$ cat src/routerPkg.sv
package routerPkg;

  localparam int numPorts = 5;

  // flit kinds, one-hot.
  typedef logic [2:0] flitKind_t;

  localparam flitKind_t kindHeader = 3'b001;
  localparam flitKind_t kindBody   = 3'b010;
  localparam flitKind_t kindTail   = 3'b100;

  typedef logic [11:0] payload_t;

  // header payload doubles as the grant budget in cycles.
  typedef logic [11:0] budget_t;

  typedef struct packed {
    flitKind_t kind;
    payload_t  payload;
  } flit_t;

  typedef enum logic [2:0] {
    portL,
    portN,
    portE,
    portW,
    portS
  } portId_t;

  typedef struct packed {
    portId_t srcPort;
    flit_t   flit;
  } outFlit_t;

  // grant states sit at bit (port + 1).
  typedef enum logic [5:0] {
    stIdle   = 6'b000001,
    stGrantL = 6'b000010,
    stGrantN = 6'b000100,
    stGrantE = 6'b001000,
    stGrantW = 6'b010000,
    stGrantS = 6'b100000
  } arbState_t;

endpackage

$ cat src/flitFifo.sv
`timescale 1ns/10ps

module flitFifo
  import routerPkg::*;
#(
  parameter int fifoDepth = 8
)
(
  input  logic  clk,
  input  logic  rst,
  input  logic  wrEn,
  input  flit_t wrData,
  input  logic  rdEn,
  output flit_t rdData,
  output logic  empty,
  output logic  full
);

  localparam int ptrW = (fifoDepth > 1) ? $clog2(fifoDepth) : 1;
  localparam int cntW = $clog2(fifoDepth + 1);

  flit_t           mem [fifoDepth];
  logic [ptrW-1:0] wrPtr;
  logic [ptrW-1:0] rdPtr;
  logic [cntW-1:0] count;

  always_ff @(posedge clk)
  begin
    if (wrEn)
      mem[wrPtr] <= wrData;
  end

  always_ff @(posedge clk)
  begin
    if (rst)
    begin
      wrPtr <= '0;
      rdPtr <= '0;
      count <= '0;
    end
    else
    begin
      if (wrEn)
        wrPtr <= (wrPtr == ptrW'(fifoDepth - 1)) ? '0 : wrPtr + 1'b1;
      if (rdEn)
        rdPtr <= (rdPtr == ptrW'(fifoDepth - 1)) ? '0 : rdPtr + 1'b1;
      case ({wrEn, rdEn})
        2'b10:   count <= count + 1'b1;
        2'b01:   count <= count - 1'b1;
        default: count <= count;
      endcase
    end
  end

  assign rdData = mem[rdPtr]; // head flit, stale when empty.
  assign empty  = (count == '0);
  assign full   = (count == cntW'(fifoDepth));

  assert property (@(posedge clk) disable iff (rst) !(wrEn && full));
  assert property (@(posedge clk) disable iff (rst) !(rdEn && empty));

endmodule

$ cat src/inputPort.sv
`timescale 1ns/10ps

module inputPort
  import routerPkg::*;
#(
  parameter int fifoDepth = 8
)
(
  input  logic  clk,
  input  logic  rst,
  input  logic  push,
  input  flit_t inFlit,
  input  logic  pop,
  output flit_t headFlit,
  output logic  req,
  output logic  full
);

  logic empty;

  // one buffer per input port.
  flitFifo #(
    .fifoDepth(fifoDepth)
  ) fifo0 (
    .clk    (clk),
    .rst    (rst),
    .wrEn   (push),
    .wrData (inFlit),
    .rdEn   (pop),
    .rdData (headFlit),
    .empty  (empty),
    .full   (full)
  );

  // request as long as anything is queued.
  assign req = !empty;

  // the grant comes back from the arbiter a cycle later in time.
  assert property (@(posedge clk) disable iff (rst) pop |-> req);

endmodule

$ cat src/portTimer.sv
`timescale 1ns/10ps

module portTimer
  import routerPkg::*;
(
  input  logic  clk,
  input  logic  rst,
  input  flit_t headFlit,
  input  logic  runTimer,
  output logic  timesUp
);

  budget_t budget;
  budget_t count;

  always_ff @(posedge clk)
  begin
    if (rst)
    begin
      budget <= '0;
      count  <= '0;
    end
    else
    begin
      if (headFlit.kind == kindHeader)
        budget <= headFlit.payload; // reload on every header seen.
      if (runTimer)
        count <= count + 1'b1;
      else
        count <= '0;
    end
  end

  assign timesUp = (count == budget);

endmodule

$ cat src/switchArbiter.sv
`timescale 1ns/10ps

module switchArbiter
  import routerPkg::*;
(
  input  logic                clk,
  input  logic                rst,
  input  logic [numPorts-1:0] req,
  input  flit_t               headFlit [numPorts],
  output logic [numPorts-1:0] grant
);

  arbState_t           state;
  arbState_t           nextState;
  logic [numPorts-1:0] runTimer;
  logic [numPorts-1:0] timesUp;

  function automatic arbState_t grantStateOf(int unsigned idx);
    case (idx)
      0:       return stGrantL;
      1:       return stGrantN;
      2:       return stGrantE;
      3:       return stGrantW;
      4:       return stGrantS;
      default: return stIdle;
    endcase
  endfunction

  // first requester at or after port first, wrapping round.
  function automatic arbState_t pickNext(logic [numPorts-1:0] r, int unsigned first);
    arbState_t   pick;
    int unsigned idx;
    pick = stIdle;
    // scan backwards so the nearest requester wins.
    for (int i = numPorts - 1; i >= 0; i--)
    begin
      idx = (first + i) % numPorts;
      if (r[idx])
        pick = grantStateOf(idx);
    end
    return pick;
  endfunction

  for (genvar i = 0; i < numPorts; i++)
  begin : gTimer
    portTimer timer0 (
      .clk      (clk),
      .rst      (rst),
      .headFlit (headFlit[i]),
      .runTimer (runTimer[i]),
      .timesUp  (timesUp[i])
    );
  end

  always_ff @(posedge clk)
  begin
    if (rst)
      state <= stIdle;
    else
      state <= nextState;
  end

  // relies on the one-hot state layout.
  assign grant    = state[numPorts:1] & req;
  assign runTimer = grant & ~timesUp; // holder keeps the link.

  always_comb
  begin
    nextState = stIdle;
    case (state)
      stIdle:
        nextState = pickNext(req, portL);
      stGrantL:
      begin
        if (runTimer[portL])
          nextState = stGrantL;
        else
          nextState = pickNext(req, portN);
      end
      stGrantN:
      begin
        if (runTimer[portN])
          nextState = stGrantN;
        else
          nextState = pickNext(req, portE);
      end
      stGrantE:
      begin
        if (runTimer[portE])
          nextState = stGrantE;
        else
          nextState = pickNext(req, portW);
      end
      stGrantW:
      begin
        if (runTimer[portW])
          nextState = stGrantW;
        else
          nextState = pickNext(req, portS);
      end
      stGrantS:
      begin
        if (runTimer[portS])
          nextState = stGrantS;
        else
          nextState = pickNext(req, portL);
      end
      default:
        nextState = stIdle;
    endcase
  end

  assert property (@(posedge clk) disable iff (rst) $onehot0(grant));
  assert property (@(posedge clk) disable iff (rst) $onehot(state));

endmodule

$ cat src/outputStage.sv
`timescale 1ns/10ps

module outputStage
  import routerPkg::*;
(
  input  logic                clk,
  input  logic                rst,
  input  logic [numPorts-1:0] grant,
  input  flit_t               headFlit [numPorts],
  output logic                outValid,
  output outFlit_t            outFlit
);

  portId_t srcSel;
  flit_t   flitSel;

  // one-hot grant to port id.
  always_comb
  begin
    srcSel = portL;
    for (int i = 0; i < numPorts; i++)
    begin
      if (grant[i])
        srcSel = portId_t'(i);
    end
  end

  assign flitSel = headFlit[srcSel];

  always_ff @(posedge clk)
  begin
    if (rst)
      outValid <= 1'b0;
    else
      outValid <= |grant;
  end

  // payload only meaningful with outValid.
  always_ff @(posedge clk)
  begin
    outFlit.srcPort <= srcSel;
    outFlit.flit    <= flitSel;
  end

endmodule

$ cat src/routerOutputTop.sv
`timescale 1ns/10ps

module routerOutputTop
  import routerPkg::*;
#(
  parameter int fifoDepth = 8
)
(
  input  logic                clk,
  input  logic                rst,
  input  logic [numPorts-1:0] push,
  input  flit_t               inFlit [numPorts],
  output logic [numPorts-1:0] full,
  output logic                outValid,
  output outFlit_t            outFlit
);

  logic [numPorts-1:0] req;
  logic [numPorts-1:0] grant;
  flit_t               headFlit [numPorts];

  for (genvar i = 0; i < numPorts; i++)
  begin : gPort
    inputPort #(
      .fifoDepth(fifoDepth)
    ) inPort (
      .clk      (clk),
      .rst      (rst),
      .push     (push[i]),
      .inFlit   (inFlit[i]),
      .pop      (grant[i]), // grant pops the same cycle.
      .headFlit (headFlit[i]),
      .req      (req[i]),
      .full     (full[i])
    );
  end

  switchArbiter arb0 (
    .clk      (clk),
    .rst      (rst),
    .req      (req),
    .headFlit (headFlit),
    .grant    (grant)
  );

  outputStage out0 (
    .clk      (clk),
    .rst      (rst),
    .grant    (grant),
    .headFlit (headFlit),
    .outValid (outValid),
    .outFlit  (outFlit)
  );

endmodule

$ cat config.mk
export PLATFORM = sky130hd
export DESIGN_NAME = routerOutputTop
export DESIGN_NICKNAME = d
export VERILOG_FILES = /design/src/routerPkg.sv /design/src/flitFifo.sv /design/src/inputPort.sv /design/src/portTimer.sv /design/src/switchArbiter.sv /design/src/outputStage.sv /design/src/routerOutputTop.sv
export SDC_FILE = /design/constraint.sdc
export NUM_CORES = 1
export LEC_CHECK = 0
export ABC_CLOCK_PERIOD_IN_PS = 4660
export BUFFER_PORTS_ARGS = -buffer_cell sky130_fd_sc_hd__buf_4
export CORE_ASPECT_RATIO = 1.75
export CORE_MARGIN = 4
export CORE_UTILIZATION = 65
export CTS_CLUSTER_SIZE = 16
export DETAILED_ROUTE_END_ITERATION = 10
export PLACE_DENSITY = 0.83
export SLEW_MARGIN = 15
export SYNTH_ARGS = -nofsm -noshare
export SYNTH_HDL_FRONTEND = slang
export SYNTH_SLANG_ARGS = --single-unit
$ cat constraint.sdc
create_clock -name clk -period 4.66 [get_ports clk]
set_input_delay 0.699 -clock clk [delete_from_list [all_inputs] [get_ports clk]]
set_output_delay 0.699 -clock clk [all_outputs]
set_load 0.01 [all_outputs]
==> results.txt, run 1 <==
----------------------------------------------------
[Placed design]
  IO Port Bufs ... 105
  RD Place Congestion ... 0.919
  Total half-perimeter wirelength after legalization and detailed placement ... approximately 46 mm

[Setup path]
  Worst-case register-to-register setup slack ... approximately 1.4 ns
  Worst Path Required ... approximately 5.2 ns
  Arrival time at the worst endpoint ... between 3 and 4 ns
  Crit path buf inv count ... 1
  Kind of critical path ... register to register
  Max stage delay cell, worst path ... sky130_fd_sc_hd__or4_1
  Gate family responsible for the most delay along the worst path ... simple AND/OR/NAND/NOR gates
  Critical-path maximum fanout ... 26
  Largest stage delay, worst path ... 0.65 ns
  Category of the worst setup path capture point ... register
  Startpoint kind of the worst setup timing path ... register
  CP Cell Sequence ... or4_1 > nand2_1 > inv_2 > ha_1 > ha_1 > a21o_1 > a21oi_1 > xnor2_1 > or3_1 > a21oi_1

[Logic synthesis]
  YS warnings ... 0
  Synth top area cells ... sky130_fd_sc_hd__edfxtp_1 (56%), sky130_fd_sc_hd__dfxtp_1 (13%), sky130_fd_sc_hd__mux4_2 (10%)
  Predominant post-synthesis flop cell ... sky130_fd_sc_hd__edfxtp_1
  Share of synthesized cell area in and, or, nand and nor gates ... about 6.3%
  Number of enable flip-flop cells after synthesis ... 600
  Post-synthesis mux area share ... around 15%
  Syn_nets ... about 2100
  Xor and xnor fraction of the mapped netlist area ... roughly 3.4%
  Fraction of synthesized cell area taken by the top area cell type ... between 50% and 60%
  Post-synth design cell area ... 0.0323 sq mm
  Post-synthesis share of cell area spent on full adders, half adders and majority gates ... between 1.5 and 2%
  Main combinational cell family by area after synthesis ... multiplexers
  Most area-hungry cell type in the Yosys netlist ... sky130_fd_sc_hd__edfxtp_1
  Average instance area after synthesis ... between 15 and 20 sq um
  Compound-cell area share of the yosys netlist ... between 3 and 4%
  Flops & latches, synth ... just over 800
  Fraction of synthesis flops using an asynchronous set or reset pin ... 0%
  Count of distinct cell types in the synthesized netlist ... 55
  Number of instances in the synthesized netlist ... approximately 2000
  Sequential element share of the synthesized area ... 68.9%

[Die]
  Die Footprint ... around 0.053 sq mm
  Initial Utilization ... about two thirds
  Total I/O pin count ... approximately 110
  Overall die height ... a little over 300 um
  Core region area ... 0.0489 sq mm
  Number of core rows ... ~110
  Die width ... roughly 180 um

[Clock tree]
  Deepest clock path buffer count ... 3
  Number of sinks handled by clock tree synthesis ... 810
  CTS-repair resized insts ... 0
  Root buffer cell ... sky130_fd_sc_hd__clkbuf_16
  Clock input transition at the sequential cells of the worst setup and hold paths ... approximately 0.07 ns
  Number of buffers inserted to repair setup after CTS ... 0
  TritonCTS Buffers ... 70
  Htree depth ... 3
  Number of hold-repair buffers added at the cts stage ... 0
  Clock tree from TritonCTS ... done
  Insertion delay of the later-clocked pin in the worst-skew pair ... 0.60 ns

[Finish]
  Most frequent cells in the layout ... sky130_fd_sc_hd__edfxtp_1 (600), sky130_fd_sc_hd__dfxtp_1 (207), sky130_fd_sc_hd__nor2_1 (183), sky130_fd_sc_hd__mux4_2 (147), sky130_fd_sc_hd__buf_4 (128)
  Sequential cell area in the final layout ... between 0.02 and 0.025 sq mm
  Most frequent standard cell in the layout excluding fill and tap cells ... sky130_fd_sc_hd__edfxtp_1
  Filler Cell Count ... 2835
  Multi-input logic area ... 0.00971 sq mm
  Layout area overhead ... 12.0%
  Nets ... approximately 2200
  Layout cell share with drive strength beyond 1 ... between 20% and 30%

[Routing]
  Wirelength, routed ... slightly below 70 mm
  Detail-routed via count per cell ... approximately 6
  Post-route DRC violation count ... 0
  Starting DRT DRC Count ... approximately 1500
  Number of vias in the routed layout ... 17400
  Number of routed nets with antenna violations ... 0
  Routed length per placed instance ... approximately 25 um
  Number of detailed-route iterations in the first pass ... 5

[Global route]
  Antenna violations before repair ... 2
  Pin count of the biggest net entering global routing ... 70
  Overflow after GRT ... 0
  Number of global-route vias before repair ... between 15000 and 20000
  Aggregate global-route resource usage ... approximately a quarter
  Global-route wire length before repair ... 105 mm

[Flow run]
  Maximum capacitance violations ... 0

[Timing]
  RSZ-0062 raised after global routing ... no
  Worst Max-Slew Pin Slew ... about 1.1 ns
  Setup TNS ... 0 ns
  Final worst-path cycle share ... 70.6%
  Final Critical Period ... 3.29 ns
  Final-layout worst hold slack ... 0.337 ns
  Clk_skew ... about 0.025 ns
  Total of endpoints with negative setup slack in the final report ... 0
  Max Transition Viols Final ... 0
  Peak Freq ... between 300 and 400 MHz
  Number of failing hold endpoints at the final stage ... 0
  Worst slew margin relative to its limit ... 23.5%

[Power and ir drop]
  Worst ir drop on vdd ... ~0.36 mV
  Leakage power figure ... 12.6 nW
  Ratio of total power to cell area ... 421 mW/mm^2

[Worst hold path]
  Classification of the worst-slack hold path ... input pin to register

[Run status]
  Run status ... completed

----------------------------------------------------
metrics by stage:
stage	power [mW]	setup slack, ns	cell area [sq um]	utilization (%)	std cells
after floorplan	9.03	1.93	32300	-	1982
after global placement	9.52	1.52	33900	69.3	2680
after detailed placement	9.58	1.42	33900	69.3	2680
after CTS	15.3	1.41	36100	74.0	2810
after global routing	15.7	1.23	36200	74.0	2812
final	15.2	1.37	36200	74.0	2812
logic make-up (layout without fill, tap and decap cells):
| family | after synthesis | count (layout) |
|---|---|---|
| adder cells (fa/ha/maj) | 45 | 45 |
| multiplexers | 279 | 279 |
| buffers and inverters | 122 | 296 |
| AND/OR/NAND/NOR | 439 | 439 |
| AO/OA/AOI/OAI | 161 | 161 |
| XOR/XNOR | 126 | 126 |
| flip-flops | 810 | 810 |
| other | 0 | 2 |
synthesized netlist by cell type, types with 7 or more instances:
cell type                  number
sky130_fd_sc_hd__edfxtp_1     600
sky130_fd_sc_hd__buf_4          7
sky130_fd_sc_hd__clkbuf_1      45
sky130_fd_sc_hd__nor3_1        26
sky130_fd_sc_hd__o22ai_1       12
sky130_fd_sc_hd__a311oi_1      10
sky130_fd_sc_hd__and3_1        17
sky130_fd_sc_hd__mux2_2        54
sky130_fd_sc_hd__nand2_1       66
sky130_fd_sc_hd__nand3_1       32
sky130_fd_sc_hd__or2_2          9
sky130_fd_sc_hd__dfxtp_1      210
sky130_fd_sc_hd__mux2i_1       75
sky130_fd_sc_hd__nand2b_1      18
sky130_fd_sc_hd__or3_1          8
sky130_fd_sc_hd__xor2_1       100
sky130_fd_sc_hd__buf_2         24
sky130_fd_sc_hd__nor4_1        20
sky130_fd_sc_hd__ha_1          40
sky130_fd_sc_hd__nand4_1        8
sky130_fd_sc_hd__a21oi_1       84
sky130_fd_sc_hd__or4_1          7
sky130_fd_sc_hd__xnor2_1       26
sky130_fd_sc_hd__nor2_1       213
sky130_fd_sc_hd__a211oi_1      13
sky130_fd_sc_hd__o21ai_0        9
sky130_fd_sc_hd__inv_1         34
sky130_fd_sc_hd__mux4_2       147
final timing paths:
check                                                      from                               to  cells past startpoint
worst max-delay path             gPort[2].inPort.fifo0.count[0]   gPort[2].inPort.fifo0.count[3]                     10
worst max register to register   gPort[2].inPort.fifo0.count[0]   gPort[2].inPort.fifo0.count[3]                     10
worst min-delay path                                 inFlit[15]  gPort[3].inPort.fifo0.mem[0][0]                      1
worst min register to register  arb0.gTimer[3].timer0.budget[3]  arb0.gTimer[3].timer0.budget[3]                      2
worst register-to-register path: stages (launching register included):
cell and delay (ns):
sky130_fd_sc_hd__dfxtp_1 0.37, sky130_fd_sc_hd__or4_1 0.65, sky130_fd_sc_hd__nand2_1 0.36, sky130_fd_sc_hd__inv_2 0.29, sky130_fd_sc_hd__ha_1 0.31, sky130_fd_sc_hd__ha_1 0.31
sky130_fd_sc_hd__a21o_1 0.18, sky130_fd_sc_hd__a21oi_1 0.16, sky130_fd_sc_hd__xnor2_1 0.10, sky130_fd_sc_hd__or3_1 0.33, sky130_fd_sc_hd__a21oi_1 0.15
report_power, final:
part	switching, mW	internal, mW	total (mW)
logic	0.749	0.538	1.29
registers	0.198	7.97	8.17
clock network	2.54	3.23	5.77
total	3.49	11.7	15.2
state kept, by name (all words and copies together) (netlist names), named ones only:
register and flops:
gPort.inPort.fifo0.mem 600, arb0.gTimer.timer0.budget 60, arb0.gTimer.timer0.count 60, gPort.inPort.fifo0.count 20
out0.outFlit 18, gPort.inPort.fifo0.rdPtr 15, gPort.inPort.fifo0.wrPtr 15, arb0.state 6
out0.outValid 1
final cells by class:
class	instances	share of cell area (%)
flip-flops and latches	810	61.5
multi-input cells	1050	26.9
clock buffers	88	5.30
repair buffers	128	2.66
well taps	654	2.26
clock inverters	42	1.03
inverters	38	0.395
diodes	2	0.0138
metal layers:
metal	up-vias	part of all wire [%]	track usage, %	routed length (um)
met4	0	4.1	10.8	2860
li1	7853	-	-	-
met5	-	0	0	0
met1	8793	36	31.6	24800
met2	605	54	47.1	37400
met3	135	5.7	4.31	3940
No activity file was read; power rests on OpenSTA's default activity.
==> inputs of run 2 (changes only) <==
Settings changed: ABC_CLOCK_PERIOD_IN_PS 4660 to 3400, CORE_UTILIZATION 65 to 62, PLACE_DENSITY 0.83 to 0.8.
Clock period 4.66 ns to 3.4 ns, I/O delays scaled along.
==> results.txt, run 2 (synthesis results as in run 1) <==
----------------------------------------------------
[Die]
  Core region area ... 0.0515 sq mm (+5.3%)
  Die width ... 180 um (+2.3%)
  Total I/O pin count ... 106 (unchanged)
  Initial Utilization ... 62.7% (-3.3 points)
  Overall die height ... 310 um (+2.3%)
  Number of core rows ... 110 (+2.8%)
  Die Footprint ... 0.0559 sq mm (+4.7%)

[Clock tree]
  Number of buffers inserted to repair setup after CTS ... 0 (unchanged)
  Insertion delay of the later-clocked pin in the worst-skew pair ... 0.61 ns (about the same)
  Htree depth ... 3 (unchanged)
  Clock input transition at the sequential cells of the worst setup and hold paths ... 0.07 ns (about the same)
  Number of hold-repair buffers added at the cts stage ... 0 (unchanged)
  Number of sinks handled by clock tree synthesis ... 810 (unchanged)
  CTS-repair resized insts ... 0 (unchanged)
  Deepest clock path buffer count ... 3 (unchanged)
  Root buffer cell ... sky130_fd_sc_hd__clkbuf_16
  Clock tree from TritonCTS ... done
  TritonCTS Buffers ... 69 (-1.4%)

[Finish]
  Nets ... 2272 (+2.1%)
  Register name with the most flops ... gPort.inPort.fifo0.mem
  Most frequent cells in the layout ... sky130_fd_sc_hd__edfxtp_1 (600), sky130_fd_sc_hd__nor2_1 (213), sky130_fd_sc_hd__dfxtp_1 (207), sky130_fd_sc_hd__buf_4 (176), sky130_fd_sc_hd__mux4_2 (147)
  Final antenna diode count ... 0 (-2)
  Largest registers ... gPort.inPort.fifo0.mem: 600 flops, arb0.gTimer.timer0.budget: 60 flops, arb0.gTimer.timer0.count: 60 flops
  Most frequent standard cell in the layout excluding fill and tap cells ... sky130_fd_sc_hd__edfxtp_1
  Layout area overhead ... 13.0%
  Layout cell share with drive strength beyond 1 ... 23.3% (+0.071 points)
  Flip-flop count of the largest register after layout ... 600 (unchanged)
  Filler Cell Count ... 3245 (+14%)

[Timing]
  Final-layout worst hold slack ... 0.128 ns (-0.208 ns)
  Number of failing hold endpoints at the final stage ... 0 (unchanged)
  Clk_skew ... 0.0300 ns (+0.00516 ns)
  Final Critical Period ... 3.00 ns (-0.295 ns)
  Worst slew margin relative to its limit ... 24.8% (+1.3 points)
  Max Transition Viols Final ... 0 (unchanged)
  Setup WS post-layout ... 0.404 ns (-0.965 ns)
  Final worst-path cycle share ... 88.1% (+17 points)
  Peak Freq ... 334 MHz (+9.9%)
  Setup TNS ... 0 ns (unchanged)
  RSZ-0062 raised after global routing ... no
  Total of endpoints with negative setup slack in the final report ... 0 (unchanged)
  Worst Max-Slew Pin Slew ... 1.11 ns (-0.0345 ns)

[Flow run]
  Maximum capacitance violations ... 0 (unchanged)

[Setup path]
  Critical-path maximum fanout ... 13 (-50%)
  Worst Path Required ... 3.90 ns (-1.28 ns)
  Startpoint kind of the worst setup timing path ... register
  Arrival time at the worst endpoint ... 3.50 ns (-0.31 ns)
  Kind of critical path ... register to register
  Category of the worst setup path capture point ... register

[Routing]
  DRT met1 WL ... 24.1 mm (-2.5%)
  Top layer used by detailed routing ... met4
  Wirelength, routed ... 68.6 mm (-0.65%)
  Number of detailed-route iterations in the first pass ... 6 (+1)
  Detail-routed via count per cell ... 6.11 (-1.2%)
  Post-route DRC violation count ... 0 (unchanged)
  Number of routed nets with antenna violations ... 0 (unchanged)
  Number of vias in the routed layout ... 17600 (+0.97%)
  Starting DRT DRC Count ... 1140 (-25%)
  Routed length per placed instance ... 23.9 um (-2.8%)
  Met2 Wirelength ... 37.8 mm (+1.1%)
  Sum of met3 wire segment lengths after detailed routing ... 3.58 mm (-9.2%)

[Placed design]
  Total half-perimeter wirelength after legalization and detailed placement ... 46.9 mm (+2.0%)
  Post-Place Worst Slack ... 0.471 ns (-0.947 ns)
  IO Port Bufs ... 105 (unchanged)
  RD Place Congestion ... 0.944 (+2.8%)

[Worst hold path]
  Classification of the worst-slack hold path ... input pin to register

[Global route]
  Overflow after GRT ... 0 (unchanged)
  Pin count of the biggest net entering global routing ... 73 (+4.3%)
  Global-route wire length before repair ... 106 mm (+0.66%)
  Aggregate global-route resource usage ... 24.8% (-1.5 points)
  Antenna violations before repair ... 0 (-2)
  Number of global-route vias before repair ... 18400 (+1.9%)

[Power and ir drop]
  Worst ir drop on vdd ... 0.443 mV (+22%)
  Ratio of total power to cell area ... 576 mW/mm^2 (+37%)
  Leakage power figure ... 12.9 nW (+2.3%)

[Run status]
  Run status ... completed

----------------------------------------------------
## run 2: changes by cell type in the layout (fill, tap and decap cells not counted), moves of 2 or more
cell,previous run,this run
sky130_fd_sc_hd__clkbuf_1,13,15
sky130_fd_sc_hd__nor3_2,0,5
sky130_fd_sc_hd__clkbuf_8,1,10
sky130_fd_sc_hd__nor3_4,10,5
sky130_fd_sc_hd__nor2_1,183,213
sky130_fd_sc_hd__buf_4,128,176
sky130_fd_sc_hd__clkinv_2,20,8
sky130_fd_sc_hd__nor2_2,30,0
sky130_fd_sc_hd__diode_2,2,0
sky130_fd_sc_hd__clkinv_4,3,0
## run 2: power by group
group	switching, mW	internal, mW
Combinational	1.05	0.754
Sequential	0.229	10.9
Clock	3.42	4.64
Total	4.70	16.3
## run 2: routing by layer
layer	vias up	global-route usage, %
li1	7926	-
met5	-	0
met3	171	3.39
met2	597	46.6
met4	0	10.5
met1	8860	28.4
## run 2: final timing paths
kind / startpoint / end / slack, ns / depth (start not counted)
worst max register to register: gPort[4].inPort.fifo0.count[0] / gPort[4].inPort.fifo0.count[3] / 0.40 / 10
worst min register to register: arb0.gTimer[3].timer0.budget[4] / arb0.gTimer[3].timer0.budget[4] / 0.47 / 2
worst max-delay path: gPort[4].inPort.fifo0.count[0] / gPort[4].inPort.fifo0.count[3] / 0.40 / 10
worst min-delay path: inFlit[34] / gPort[2].inPort.fifo0.mem[6][4] / 0.13 / 1
## run 2: area by class of cell
cell class | instances | area, sq um | area share (%)
sequential | 810 | 22200 | 60.9
tap | 672 | 841 | 2.31
inverter | 38 | 143 | 0.391
timing repair buffer | 176 | 1320 | 3.62
clock inverter | 28 | 313 | 0.858
clock buffer | 99 | 2030 | 5.55
multi-input combinational | 1050 | 9610 | 26.3
## run 2: per-stage QoR
stage               util [%]  total power, mW  std cells  area (sq um)
floorplan                  -             12.4       1982         32300
global placement        66.3             13.1       2746         34100
detailed placement      66.3             13.1       2746         34100
CTS                     70.9             21.1       2873         36500
global route            70.9             21.7       2873         36500
finish                  70.9             21.0       2873         36500
## run 2: critical path: stages (launching register included)
cell                      delay, ns
sky130_fd_sc_hd__dfxtp_1       0.36
sky130_fd_sc_hd__or4_1         0.61
sky130_fd_sc_hd__nand2_1       0.13
sky130_fd_sc_hd__inv_1         0.22
sky130_fd_sc_hd__ha_1          0.31
sky130_fd_sc_hd__ha_1          0.30
sky130_fd_sc_hd__a21o_1        0.18
sky130_fd_sc_hd__a21oi_1       0.20
sky130_fd_sc_hd__xnor2_1       0.11
sky130_fd_sc_hd__or3_1         0.31
sky130_fd_sc_hd__a21oi_1       0.18
==> inputs of run 3 (changes only) <==
Settings changed: ABC_CLOCK_PERIOD_IN_PS 3400 to 2400, CELL_PAD_IN_SITES_DETAIL_PLACEMENT from default to 0, CELL_PAD_IN_SITES_GLOBAL_PLACEMENT from default to 1, CORE_UTILIZATION 62 to 48, PLACE_DENSITY 0.8 to default, PLACE_DENSITY_LB_ADDON from default to 0.1.
Clock period 3.4 ns to 2.4 ns, I/O delays scaled along.
==> results.txt, run 3 (synthesis results as in run 1) <==
----------------------------------------------------
[Placed design]
  Post-Place Worst Slack ... -0.00342 ns (-0.474 ns)
  Instance count after placement with tap cells included ... 3045 (+11%)
  RD Place Congestion ... 0.846 (-10%)
  Total half-perimeter wirelength after legalization and detailed placement ... 51.0 mm (+8.7%)
  Post-place instance area ... 0.0353 sq mm (+3.4%)
  IO Port Bufs ... 105 (unchanged)

[Setup path]
  Arrival time at the worst endpoint ... 2.87 ns (-0.63 ns)
  CP Cell Sequence ... or4_4 > nand2_4 > inv_2 > ha_4 > ha_4 > a21o_1 > a21oi_2 > xnor2_1 > or3_1 > a21oi_2
  Largest stage delay, worst path ... 0.58 ns (-0.03 ns)
  Kind of critical path ... register to register
  Worst-case register-to-register setup slack ... 0.09 ns (-0.32 ns)
  Category of the worst setup path capture point ... register
  Critical-path maximum fanout ... 5 (-8)
  Reg2reg start ... gPort[4].inPort.fifo0.count[0]
  Startpoint kind of the worst setup timing path ... register
  Worst Path Required ... 2.95 ns (-0.95 ns)
  Max stage delay cell, worst path ... sky130_fd_sc_hd__or4_4
  Critical Path Source ... gPort[4].inPort.fifo0.count[0]

[Timing]
  Final worst-path cycle share ... 96.4% (+8.3 points)
  Setup TNS ... 0 ns (unchanged)
  Final Critical Period ... 2.31 ns (-0.683 ns)
  Worst Max-Slew Pin Slew ... 0.638 ns (-0.474 ns)
  Worst slew margin relative to its limit ... 57.2% (+32 points)
  Peak Freq ... 432 MHz (+30%)
  Total of endpoints with negative setup slack in the final report ... 0 (unchanged)
  Number of failing hold endpoints at the final stage ... 0 (unchanged)
  Max Transition Viols Final ... 0 (unchanged)
  Setup WS post-layout ... 0.0867 ns (-0.317 ns)
  Clk_skew ... 0.0169 ns (-0.0131 ns)

[Routing]
  Wirelength, routed ... 73.0 mm (+6.5%)
  Post-route DRC violation count ... 0 (unchanged)
  Routed length per placed instance ... 22.4 um (-6.1%)
  Detail-routed via count per cell ... 5.42 (-11%)
  Number of detailed-route iterations in the first pass ... 5 (-1)
  Starting DRT DRC Count ... 919 (-19%)
  Number of vias in the routed layout ... 17700 (+0.55%)
  Number of routed nets with antenna violations ... 0 (unchanged)

[Finish]
  Flip-flop count of the largest register after layout ... 600 (unchanged)
  Post-route cell area ... 0.0386 sq mm (+5.8%)
  Post-route core utilization ... 58.0% (-13 points)
  Filler Cell Count ... 5169 (+59%)
  Register name with the most flops ... gPort.inPort.fifo0.mem
  Largest registers ... gPort.inPort.fifo0.mem: 600 flops, arb0.gTimer.timer0.budget: 60 flops, arb0.gTimer.timer0.count: 60 flops
  Number of standard cells in the final layout excluding fillers ... 3256 (+13%)
  Final antenna diode count ... 0 (unchanged)
  Layout cell share with drive strength beyond 1 ... 26.7% (+3.4 points)
  Sequential cell area in the final layout ... 0.0222 sq mm (about the same)
  Nets ... 2436 (+7.2%)
  Layout area overhead ... 19.6%
  Multi-input logic area ... 0.00973 sq mm (+1.3%)
  Most frequent standard cell in the layout excluding fill and tap cells ... sky130_fd_sc_hd__edfxtp_1
  Most frequent cells in the layout ... sky130_fd_sc_hd__edfxtp_1 (600), sky130_fd_sc_hd__buf_4 (241), sky130_fd_sc_hd__nor2_1 (213), sky130_fd_sc_hd__dfxtp_1 (201), sky130_fd_sc_hd__mux4_2 (147)

[Power and ir drop]
  Leakage power figure ... 13.8 nW (+6.8%)
  Ratio of total power to cell area ... 796 mW/mm^2 (+38%)
  Worst ir drop on vdd ... 0.651 mV (+47%)

[Clock tree]
  Number of sinks handled by clock tree synthesis ... 810 (unchanged)
  Clock tree from TritonCTS ... done
  TritonCTS Buffers ... 74 (+7.2%)
  Clock input transition at the sequential cells of the worst setup and hold paths ... 0.07 ns (about the same)
  Insertion delay of the later-clocked pin in the worst-skew pair ... 0.62 ns (about the same)
  Deepest clock path buffer count ... 3 (unchanged)
  Root buffer cell ... sky130_fd_sc_hd__clkbuf_16
  Htree depth ... 3 (unchanged)

[Global route]
  Aggregate global-route resource usage ... 20.5% (-4.3 points)
  Pin count of the biggest net entering global routing ... 43 (-41%)
  Global-route wire length before repair ... 110 mm (+3.7%)
  Met2 Resource Use GR ... 39.2% (-7.4 points)
  Overflow after GRT ... 0 (unchanged)
  Busiest layer in global routing ... met2
  Met1 usage in global routing ... 22.9% (-5.4 points)
  Antenna violations before repair ... 0 (unchanged)
  Met3 capacity usage during global routing ... 3.06% (-0.33 points)
  Number of global-route vias before repair ... 18500 (+0.53%)

[Worst hold path]
  Classification of the worst-slack hold path ... input pin to register
  HP Start ... push[2]

[Die]
  Core region area ... 0.0665 sq mm (+29%)
  Die Footprint ... 0.0716 sq mm (+28%)
  Initial Utilization ... 48.6% (-14 points)
  Total I/O pin count ... 106 (unchanged)
  Number of core rows ... 125 (+14%)
  Die width ... 204 um (+13%)
  Overall die height ... 351 um (+13%)

[Run status]
  Run status ... completed

[Flow run]
  Maximum capacitance violations ... 0 (unchanged)

----------------------------------------------------
==> run 3: cell types whose count changed in the layout (fill, tap and decap cells not counted), sizes merged <==
cell,change
buf,+83
dlygate4sd3,+76
clkinv,+11
clkbuf,-7
bufinv,+3
==> run 3: metal layers <==
| metal | share of wire [%] | vias to the layer above |
|---|---|---|
| li1 | - | 8250 |
| met1 | 37 | 8978 |
| met2 | 56 | 310 |
| met3 | 3.5 | 113 |
| met4 | 3.2 | 0 |
| met5 | 0 | - |
==> run 3: area by class of cell <==
cell class              count  share of cell area [%]
inverters                  38                   0.379
clock inverters            42                    1.16
clock buffers              92                    5.19
multi-input cells        1050                    25.2
well taps                 889                    2.88
repair buffers            335                    7.55
flip-flops and latches    810                    57.6
==> run 3: worst paths after layout <==
check | endpoint | cells past startpoint
max | gPort[4].inPort.fifo0.count[3] | 10
min | gPort[2].inPort.fifo0.wrPtr[1] | 3
max reg2reg | gPort[4].inPort.fifo0.count[3] | 10
min reg2reg | arb0.gTimer[2].timer0.budget[3] | 2
==> run 3: power by group <==
group          internal [mW]  leakage (nW)  switching (mW)  total (mW)
Clock                   6.92          1.21            5.01        11.9
Sequential              15.5          7.16           0.258        15.7
Combinational           1.37          5.41            1.68        3.04
==> run 3: metrics by stage <==
stage,hold slack [ns],total power [mW]
detailed placement,0.467,19.0
finish,0.0386,30.7
global placement,0.461,18.9
floorplan,0.447,17.6
global route,0.0377,31.9
CTS,0.00262,31.1
==> run 3: worst max-delay path: cells and delay by family (launching register included) <==
| kind | cells | cell delay [ns] |
|---|---|---|
| compound gates | 3 | 0.41 |
| buf+inv | 1 | 0.05 |
| simple gates | 3 | 0.99 |
| fa+ha+maj | 2 | 0.40 |
| flops | 1 | 0.32 |
| xor+xnor | 1 | 0.09 |
==> run 3: repair_timing <==
action / CTS / global route
hold buffers: 76 / 0
gates resized for setup: 2 / 10
pin swaps: 2 / 5
setup buffers: 0 / 1
endpoints found under the hold margin: 601 / 0
endpoints found under the setup margin: 3 / 10
